`src/logic/fetch_pkg.sv`:
```
`default_nettype none

package fetch_pkg;

    // **************************************************
    // Sizes
    // **************************************************

    localparam int XLEN        = 32;
    localparam int QUEUE_DEPTH = 16;
    localparam int IMEM_WORDS  = 64;

    // **************************************************
    // Vector types
    // **************************************************

    typedef logic [XLEN-1:0]   word_t;
    typedef logic [5:0]        imem_idx_t;      // Word index into instr_mem
    typedef logic [3*XLEN-1:0] queue_entry_t;   // {instr, addr, addr + 4}
    typedef logic [3:0]        queue_ptr_t;
    typedef logic [4:0]        queue_count_t;   // 0 .. QUEUE_DEPTH
    typedef logic [6:0]        opcode_t;
    typedef logic [4:0]        reg_idx_t;

    // **************************************************
    // Addresses
    // **************************************************

    localparam word_t RESET_PC = '0;

    // Byte addresses wrap at the end of the instruction memory
    localparam word_t IMEM_ADDR_MASK = word_t'(IMEM_WORDS * 4 - 1);

endpackage

`default_nettype wire

```
`src/logic/instr_mem.sv`:
```
`timescale 1ns/10ps
`default_nettype none

module instr_mem
    import fetch_pkg::*;
(
    input  wire logic      CLK,

    // Load port
    input  wire logic      load_en,
    input  wire imem_idx_t load_addr,
    input  wire word_t     load_data,

    // Read port
    input  wire logic      rd_en,
    input  wire imem_idx_t rd_idx,
    output word_t          rd_data
);

    word_t mem [IMEM_WORDS];

    // **************************************************
    // Write side
    // **************************************************

    always_ff @(posedge CLK) begin
        if (load_en) begin
            mem[load_addr] <= load_data;
        end
    end

    // **************************************************
    // Read side
    // **************************************************

    // Output register keeps its word until the next read
    always_ff @(posedge CLK) begin
        if (rd_en) begin
            rd_data <= mem[rd_idx];
        end
    end

endmodule

`default_nettype wire

```
`src/logic/fetch_unit.sv`:
```
`timescale 1ns/10ps
`default_nettype none

module fetch_unit
    import fetch_pkg::*;
(
    input  wire logic  CLK,
    input  wire logic  RESET,

    input  wire logic  redirect_valid,
    input  wire word_t redirect_pc,

    // Instruction memory read
    output logic       rd_en,
    output imem_idx_t  rd_idx,
    input  wire word_t rd_data,

    // Queue push
    output logic         pushing,
    input  wire logic    push_must_wait,
    output queue_entry_t in_data
);

    logic         active;       // Leaves park one edge after reset
    word_t        pc;           // Next address to read
    logic         rd_valid;     // rd_data holds an unused word
    word_t        rd_addr;      // Address of the word on rd_data
    logic         held_valid;
    queue_entry_t held_entry;
    logic         push_stall;
    logic         load_held;

    function automatic word_t wrap_next(input word_t addr);
        word_t sum;
        sum = addr + word_t'(4);
        return sum & IMEM_ADDR_MASK;
    endfunction

    // **************************************************
    // Read issue and push strobe
    // **************************************************

    assign push_stall = held_valid && push_must_wait;
    assign load_held  = rd_valid && !push_stall;

    // No new read while the held entry is refused
    assign rd_en   = active && !redirect_valid && !push_stall;
    assign rd_idx  = imem_idx_t'(pc >> 2);

    assign pushing = held_valid;
    assign in_data = held_entry;

    // **************************************************
    // Control state
    // **************************************************

    always_ff @(posedge CLK) begin
        if (!RESET) begin
            active     <= 1'b0;
            pc         <= RESET_PC;
            rd_valid   <= 1'b0;
            held_valid <= 1'b0;
        end else begin
            active <= 1'b1;
            if (redirect_valid) begin
                pc         <= redirect_pc;     // Drop word in flight and held entry
                rd_valid   <= 1'b0;
                held_valid <= 1'b0;
            end else begin
                if (rd_en) begin
                    pc <= wrap_next(pc);
                end
                rd_valid   <= rd_en || (rd_valid && !load_held);
                held_valid <= load_held || push_stall;
            end
        end
    end

    // Payload
    always_ff @(posedge CLK) begin
        if (rd_en) begin
            rd_addr <= pc;
        end
        if (load_held) begin
            held_entry <= {rd_data, rd_addr, wrap_next(rd_addr)};
        end
    end

endmodule

`default_nettype wire

```
`src/logic/instr_queue.sv`:
```
`timescale 1ns/10ps
`default_nettype none

module instr_queue
    import fetch_pkg::*;
(
    input  wire logic         CLK,
    input  wire logic         RESET,
    input  wire logic         flush,

    input  wire logic         pushing,
    input  wire logic         popping,
    input  wire queue_entry_t in_data,

    output logic              push_must_wait,
    output logic              pop_must_wait,
    output queue_entry_t      out_data
);

    queue_entry_t slots [QUEUE_DEPTH];
    queue_ptr_t   head;             // Oldest entry
    queue_ptr_t   tail;             // Next free slot
    queue_count_t count;

    logic full;
    logic empty;
    logic do_push;
    logic do_pop;

    function automatic queue_ptr_t ptr_next(input queue_ptr_t ptr);
        if (ptr == queue_ptr_t'(QUEUE_DEPTH - 1)) begin
            return '0;
        end
        return ptr + 1'b1;
    endfunction

    // **************************************************
    // Status and replies
    // **************************************************

    assign full  = (count == queue_count_t'(QUEUE_DEPTH));
    assign empty = (count == '0);

    // A pop in the same cycle frees the slot, so no wait then
    assign push_must_wait = pushing && !popping && full;
    assign pop_must_wait  = popping && !pushing && empty;

    // Empty queue hands the pushed entry straight through
    assign out_data = empty ? in_data : slots[head];

    // **************************************************
    // Push and pop cases
    // **************************************************

    always_comb begin
        do_push = 1'b0;
        do_pop  = 1'b0;
        case ({pushing, popping})
            2'b10: begin
                do_push = !full;
            end
            2'b01: begin
                do_pop = !empty;
            end
            2'b11: begin
                do_push = !empty;       // Bypass when empty, nothing stored
                do_pop  = !empty;
            end
            default: begin
                do_push = 1'b0;
                do_pop  = 1'b0;
            end
        endcase
    end

    // **************************************************
    // Pointers and occupancy
    // **************************************************

    always_ff @(posedge CLK) begin
        if (!RESET || flush) begin
            head  <= '0;
            tail  <= '0;
            count <= '0;
        end else begin
            if (do_push) begin
                tail <= ptr_next(tail);
            end
            if (do_pop) begin
                head <= ptr_next(head);
            end
            if (do_push && !do_pop) begin
                count <= count + 1'b1;
            end else if (do_pop && !do_push) begin
                count <= count - 1'b1;
            end
        end
    end

    // Storage
    always_ff @(posedge CLK) begin
        if (do_push) begin
            slots[tail] <= in_data;
        end
    end

endmodule

`default_nettype wire

```
`src/logic/decode_unit.sv`:
```
`timescale 1ns/10ps
`default_nettype none

module decode_unit
    import fetch_pkg::*;
(
    input  wire logic         CLK,
    input  wire logic         RESET,
    input  wire logic         flush,
    input  wire logic         issue_stall,

    // Queue pop
    output logic              popping,
    input  wire logic         pop_must_wait,
    input  wire queue_entry_t out_data,

    // Decoded fields
    output logic              dec_valid,
    output word_t             dec_pc,
    output word_t             dec_next_pc,
    output word_t             dec_instr,
    output opcode_t           dec_opcode,
    output reg_idx_t          dec_rd,
    output reg_idx_t          dec_rs1,
    output reg_idx_t          dec_rs2,
    output word_t             dec_imm
);

    logic  run;         // Pops start one edge after reset
    logic  take;
    word_t instr;

    assign popping = run && !issue_stall;
    assign take    = popping && !pop_must_wait;
    assign instr   = out_data[3*XLEN-1:2*XLEN];

    // **************************************************
    // Control
    // **************************************************

    always_ff @(posedge CLK) begin
        if (!RESET) begin
            run       <= 1'b0;
            dec_valid <= 1'b0;
        end else begin
            run <= 1'b1;
            // One valid cycle per new result
            dec_valid <= take && !flush;
        end
    end

    // **************************************************
    // Field split
    // **************************************************

    // Held while issue stalls
    always_ff @(posedge CLK) begin
        if (take) begin
            dec_instr   <= instr;
            dec_pc      <= out_data[2*XLEN-1:XLEN];
            dec_next_pc <= out_data[XLEN-1:0];
            dec_opcode  <= instr[6:0];
            dec_rd      <= instr[11:7];
            dec_rs1     <= instr[19:15];
            dec_rs2     <= instr[24:20];
            dec_imm     <= {{20{instr[31]}}, instr[31:20]};    // I-type
        end
    end

endmodule

`default_nettype wire

```
`src/logic/fetch_decode_top.sv`:
```
`timescale 1ns/10ps
`default_nettype none

module fetch_decode_top
    import fetch_pkg::*;
(
    input  wire logic      CLK,
    input  wire logic      RESET,

    input  wire logic      load_en,
    input  wire imem_idx_t load_addr,
    input  wire word_t     load_data,

    input  wire logic      redirect_valid,
    input  wire word_t     redirect_pc,
    input  wire logic      issue_stall,

    output wire logic      dec_valid,
    output wire word_t     dec_pc,
    output wire word_t     dec_next_pc,
    output wire word_t     dec_instr,
    output wire opcode_t   dec_opcode,
    output wire reg_idx_t  dec_rd,
    output wire reg_idx_t  dec_rs1,
    output wire reg_idx_t  dec_rs2,
    output wire word_t     dec_imm
);

    wire logic         rd_en;
    wire imem_idx_t    rd_idx;
    wire word_t        rd_data;
    wire logic         pushing;
    wire logic         push_must_wait;
    wire queue_entry_t in_data;
    wire logic         popping;
    wire logic         pop_must_wait;
    wire queue_entry_t out_data;

    instr_mem instr_mem_inst (
        .CLK       (CLK),
        .load_en   (load_en),
        .load_addr (load_addr),
        .load_data (load_data),
        .rd_en     (rd_en),
        .rd_idx    (rd_idx),
        .rd_data   (rd_data)
    );

    fetch_unit fetch_unit_inst (
        .CLK            (CLK),
        .RESET          (RESET),
        .redirect_valid (redirect_valid),
        .redirect_pc    (redirect_pc),
        .rd_en          (rd_en),
        .rd_idx         (rd_idx),
        .rd_data        (rd_data),
        .pushing        (pushing),
        .push_must_wait (push_must_wait),
        .in_data        (in_data)
    );

    // Redirect doubles as queue flush
    instr_queue instr_queue_inst (
        .CLK            (CLK),
        .RESET          (RESET),
        .flush          (redirect_valid),
        .pushing        (pushing),
        .popping        (popping),
        .in_data        (in_data),
        .push_must_wait (push_must_wait),
        .pop_must_wait  (pop_must_wait),
        .out_data       (out_data)
    );

    decode_unit decode_unit_inst (
        .CLK           (CLK),
        .RESET         (RESET),
        .flush         (redirect_valid),
        .issue_stall   (issue_stall),
        .popping       (popping),
        .pop_must_wait (pop_must_wait),
        .out_data      (out_data),
        .dec_valid     (dec_valid),
        .dec_pc        (dec_pc),
        .dec_next_pc   (dec_next_pc),
        .dec_instr     (dec_instr),
        .dec_opcode    (dec_opcode),
        .dec_rd        (dec_rd),
        .dec_rs1       (dec_rs1),
        .dec_rs2       (dec_rs2),
        .dec_imm       (dec_imm)
    );

endmodule

`default_nettype wire

```
`config.mk`:
```
export PLATFORM = sky130hd
export DESIGN_NAME = fetch_decode_top
export DESIGN_NICKNAME = d
export VERILOG_FILES = /design/src/logic/fetch_pkg.sv /design/src/logic/instr_mem.sv /design/src/logic/fetch_unit.sv /design/src/logic/instr_queue.sv /design/src/logic/decode_unit.sv /design/src/logic/fetch_decode_top.sv
export SDC_FILE = /design/constraint.sdc
export NUM_CORES = 2
export LEC_CHECK = 0
export BUFFER_PORTS_ARGS = -buffer_cell sky130_fd_sc_hd__clkbuf_2
export CAP_MARGIN = 5
export CORE_ASPECT_RATIO = 2
export CORE_MARGIN = 3
export CORE_UTILIZATION = 40
export DETAILED_ROUTE_END_ITERATION = 7
export PLACE_DENSITY_LB_ADDON = 0.3
export SYNTH_ARGS = -nofsm -noshare
export SYNTH_HDL_FRONTEND = slang
export SYNTH_SLANG_ARGS = --single-unit
```
`constraint.sdc`:
```
create_clock -name CLK -period 12.8 [get_ports CLK]
set_input_delay 1.28 -clock CLK [delete_from_list [all_inputs] [get_ports CLK]]
set_output_delay 1.28 -clock CLK [all_outputs]
set_load 0.1 [all_outputs]
```
After elaboration in Yosys (flattened, before gate mapping):

Memories as Yosys holds them, arrays and structs flattened. A register that Yosys moved wholly into a read port is not among the register bits.
Index checks and enable logic that the tools add are counted.

* $add $sub $neg: 6
* multiply operators: 0
* divide/modulo/power cells: 0
* magnitude comparators: 0
* equality and inequality tests: 6
* shifts and indexed selects: 0
* muxes and demuxes: 24
* bitwise operators: 1
* reductions and logical operators: 34

Operator list (number)
* $mux 96: 1
* $mux 32: 2
* $mux 4: 6
* $add 8x3->8 const B: 2
* $logic_and 1x1->1: 14
* $logic_not 1->1: 12
* $mux 1: 12
* $mux 5: 2
* $add 4x1->4 const B: 2
* $eq 4x4->1 const B: 2
* $add 5x1->5 const B: 1
* $eq 5x5->1 const B: 1
* $logic_not 5->1: 1
* $sub 5x1->5 const B: 1
* $eq 2x2->1 const B: 2
* $reduce_bool 2->1: 2
* $reduce_or 2->1: 2
* $logic_or 1x1->1: 3
* $eq 2x1->1 const B: 1
* $pmux 1 s2: 1
* $not 1->1: 1

* register bits: 283
* latch bits: 0
* memory bits (writable): 3200
* ROM bits: 0
* bits of input ports: 75
* word-level logic and storage cells: 92
* memories: 2

Memories
* instr_mem_inst.mem: words 64, width 32, read ports 1, clocked after Yosys merged registers in 1, write ports 1, RTL line instr_mem.sv:20 `word_t mem [IMEM_WORDS];`
* instr_queue_inst.slots: words 16, width 72, read ports 1, clocked after Yosys merged registers in 1, write ports 1, RTL line instr_queue.sv:20 `queue_entry_t slots [QUEUE_DEPTH];`

Depth between registers and ports, before layout:

* depth in word-level cells: 11
* mapped depth: 13

Hierarchy:

From an unflattened synthesis, not the netlist that was laid out.

* cell total of the unflattened synthesis: 6359
* area total of the unflattened synthesis: 146301.6 um^2

By module, submodules not included
* instr_mem: instances 1, cells each 3324, area each 78835.6 um^2, sequential area each 62459.9 um^2
* instr_queue: instances 1, cells each 2574, area each 59330.7 um^2, sequential area each 46464.6 um^2
* fetch_unit: instances 1, cells each 306, area each 4777.1 um^2, sequential area each 3763.6 um^2
* decode_unit: instances 1, cells each 155, area each 3358.2 um^2, sequential area each 2922.8 um^2

Worst setup path before layout:

No wires, ideal clock.

* path kind: input-to-reg
* start: in issue_stall
* end: mem instr_queue_inst.slots[0][10] in the netlist's numbering (enable)
* setup time: 0.584 ns
* arrival time: 7.018 ns
* data required time: 12.216 ns
* slack: 5.198 ns
* cell stages on the path: 7
* path through: nor2b_1 -> clkbuf_1 -> xnor2_1 -> o21a_1 -> clkbuf_1 -> nand2_1 -> nor3_1

* cells in the longest elaborated chain, start to end: 6
* elaborated cells between the ends (all ways): 7
* classes of those cells: eq/ne (2); mux (3); reduce/logical (2)

Ends and longest elaborated chain
* start: declaration: RTL line fetch_decode_top.sv:16 `input wire logic issue_stall,`
* $logic_not 1->1 *: RTL line decode_unit.sv:33 `assign popping = run && !issue_stall;`
* $logic_and 1x1->1 *: RTL line decode_unit.sv:33
* $eq 2x2->1: RTL line instr_queue.sv:58 `case ({pushing, popping})`
* $pmux 1 s2 *: RTL line instr_queue.sv:58
* named net instr_queue_inst.do_push: RTL line instr_queue.sv:27 `logic do_push;`
* $mux 1 *: RTL line instr_queue.sv:102 `if (do_push) begin`
* $mux 1 (implied by the code) *: RTL line instr_queue.sv:103 `slots[tail] <= in_data;`
* end: declaration: RTL line instr_queue.sv:20

The timed path passes the listed nets; every way through them passes the cells marked *.

==> results_dict.tcl <==
set metrics [dict create \
    drt_iter0_markers 5542 \
    layout.nets 6085 \
    cts.sinks 3425 \
    final_common_cell "edfxtp_1" \
    drv_cap 0 \
    p_leak_uw 0.04426 \
    worstReg2RegStart "fetch_unit_inst.pc[2]" \
    cts-resized-gates 0 \
    cpPeakStageDelay_ns 0.85 \
    finalSetupTns_ns 0 \
    avgSynthCellArea_um2 23.04 \
    worstHoldStart "instr_mem_inst.rd_data[4]" \
    track_usage 0.1981 \
    yosys_warnings 0 \
    slew_headroom 0.1686 \
    rows 296 \
    rsz0062_at_grt "false" \
    drt_pass1_iterations 7 \
    path_depth 7 \
    yosysTopAreaCellShare 0.7759 \
    tightest_slew_ns 1.247 \
    fill_cells 26970 \
    end_kind "flip-flop" \
    cp-startpoint "fetch_unit_inst.pc[2]" \
    portBuffers 201 \
    wirelength_mm 332.3 \
    place_congestion 0.7810 \
    final_cells 10540 \
    via_count 59730 \
    reg2reg_depth 7 \
    area_delta_synth_final_pct 12.10 \
    grt_max_degree 123 \
    root_buffer "clkbuf_16" \
    syn-instance-count 5663 \
    p_per_area_nw_per_um2 152.6 \
    synth_ff_type "edfxtp_1" \
    cts_tree "yes" \
    cp_top_family "buffers and inverters" \
    path_class "reg -> reg" \
    layout-drive-gt1-share 0.2960 \
    ys_seq_area_frac 0.7841 \
    syn-cell-area_um2 130500 \
    drtAntennaViolNets 0 \
    fp.dieH_um 813.8 \
    clk_pin_slew_ns 0.07 \
    start_util 0.4018 \
    ys_ff_latch 3425 \
    postCtsSetupRepairBufs 0 \
    crit_buf_inv 3 \
    htreeDepth 5 \
    clock_path_buffers 4 \
    dp.cells 10020 \
    coreArea_um2 324800 \
    grt_pass1_vias 62950 \
    yosys.area.top_type "edfxtp_1" \
    synthDistinctLibCells 63 \
    clk_latency_ns 0.89 \
    critical_path_required_ns 13.41 \
    io_pins 226 \
    finalCriticalPeriod_ns 5.060 \
    route.detailed.drc 0 \
    critPathLaunchType "flip-flop" \
    synth_area_leaders "edfxtp_1, mux4_2, mux2i_1, mux2_2, dfxtp_1" \
    hold_viol 0 \
    final_cell_mix "edfxtp_1, mux4_2, clkbuf_16, clkbuf_2, mux2i_1" \
    synth-edff-count 3372 \
    die_x_um 409.9 \
    skew_ns 0.03983 \
    grt_pass1_wl_mm 473.5 \
    maxSlewViolCount 0 \
    post_drt_wl_per_cell_um 31.54 \
    slowest_stage "buf_4" \
    cts_buffers 294 \
    crit_chain "buf_4 -> buf_12 -> buf_12 -> mux4_2 -> mux4_2 -> o22ai_1 -> o21ai_1" \
    min_path_cells 0 \
    path_max_fanout 94 \
    grt.overflow.total 0 \
    max-vdd-ir-drop_mv 0.1177 \
    max_freq_ghz 0.1976 \
    status "finished, final reports clean" \
    dp_hpwl_mm 187.4 \
    worstPathArrival_ns 5.67 \
    antenna_found_initial 20 \
    ys_async_sr_fraction 0 \
    hp-class "reg -> reg" \
    fin_crit_sh 0.3953 \
    avgViaCountPerCell 5.669 \
    setup_viol 0 \
    dieArea_um2 333600 \
    fin_total_pwr_uw 22320 \
    holdBufCountCts 0 \
]
## worst paths after layout
check	to	slack, ns
worst max-delay path	instr_mem_inst.rd_data[21]	7.74
worst min-delay path	fetch_unit_inst.in_data[68]	0.41
worst max register to register	instr_mem_inst.rd_data[21]	7.74
worst min register to register	fetch_unit_inst.in_data[68]	0.41
## through the flow
stage | hold slack (ns) | area (µm²) | utilization | setup WS, ns
final | 0.4143 | 146300 | 0.4504 | 7.740
after global routing | 0.4197 | 146300 | 0.4504 | 7.302
after CTS | 0.4111 | 146200 | 0.4502 | 7.634
after detailed placement | 0.4045 | 137000 | 0.4218 | 7.637
after global placement | 0.4063 | 136900 | 0.4215 | 7.063
after floorplan | 0.4003 | 130600 | - | 5.198
## sequential cells by signal, summed over array words and instances, names as in the netlist, 6 cells and up, named ones only
name,flops
instr_mem_inst.mem,2048
instr_queue_inst.slots,1120
fetch_unit_inst.in_data,70
decode_unit_inst.dec_pc,32
fetch_unit_inst.pc,32
fetch_unit_inst.rd_addr,32
instr_mem_inst.rd_data,32
decode_unit_inst.dec_imm,11
decode_unit_inst.dec_instr,7
decode_unit_inst.dec_next_pc,6
decode_unit_inst.dec_opcode,6
## worst reg2reg max path: cells and delay by family, from the launching register on
kind,cells,cell delay [ns]
flip-flops,1,0.79
AO/OA/AOI/OAI,2,0.57
buffers and inverters,3,2.25
multiplexers,2,1.20
## logic make-up (layout without fill, tap and decap cells)
logic type / after synthesis / after routing / synth area share
multiplexers: 1116 / 1116 / 0.1661
flip-flops: 3425 / 3425 / 0.7841
XOR/XNOR: 16 / 16 / 0.001074
other: 1 / 29 / 0.00002874
AND/OR/NAND/NOR: 387 / 387 / 0.01312
buffers and inverters: 388 / 912 / 0.01735
AO/OA/AOI/OAI: 318 / 318 / 0.01705
adder cells (fa/ha/maj): 12 / 12 / 0.001208
## report_power, final
| part | total (µW) | switching (µW) | internal (µW) |
|---|---|---|---|
| clock network | 8860 | 4010 | 4860 |
| logic | 1010 | 648 | 363 |
| registers | 12400 | 82.5 | 12400 |
## cell usage after synthesis (5+ instances only)
cell and number:
o211ai_1 8, o21ai_0 64, inv_1 9, o22ai_1 47
clkbuf_1 120, a211oi_1 12, o21ai_1 11, a211o_1 19
a21oi_1 40, nor3_1 17, xor2_1 6, buf_1 21
nor2b_1 20, o2bb2ai_1 5, dfxtp_1 53, nand3_1 18
nor2_1 132, buf_2 70, nand2b_1 7, buf_4 140
o221ai_1 40, a221oi_1 20, nand2_1 144, edfxtp_1 3372
mux2_2 97, a2111oi_0 17, mux4_2 830, and2_1 29
xnor2_1 10, buf_6 26, mux2i_1 189, ha_1 11
## final cells by class
type / instances / area (µm²) / share of cell area
Clock inverter: 158 / 1550 / 0.01060
Tap cell: 4321 / 5406 / 0.03696
Timing Repair Buffer: 393 / 2547 / 0.01741
Inverter: 11 / 48.80 / 0.0003336
Sequential cell: 3425 / 102400 / 0.6997
Antenna cell: 5 / 12.51 / 0.00008553
Multi-Input combinational cell: 1873 / 26670 / 0.1823
Clock buffer: 350 / 7694 / 0.05259
## layer usage
metal  vias to the layer above  track usage  share of wire
li1                      24440            -              -
met3                       611      0.02814          0.057
met5                         -            0        0.00043
met2                      2059       0.3696           0.55
met4                        22      0.07587          0.043
met1                     32590       0.2289           0.35
Power figures use the tool's default switching activity.
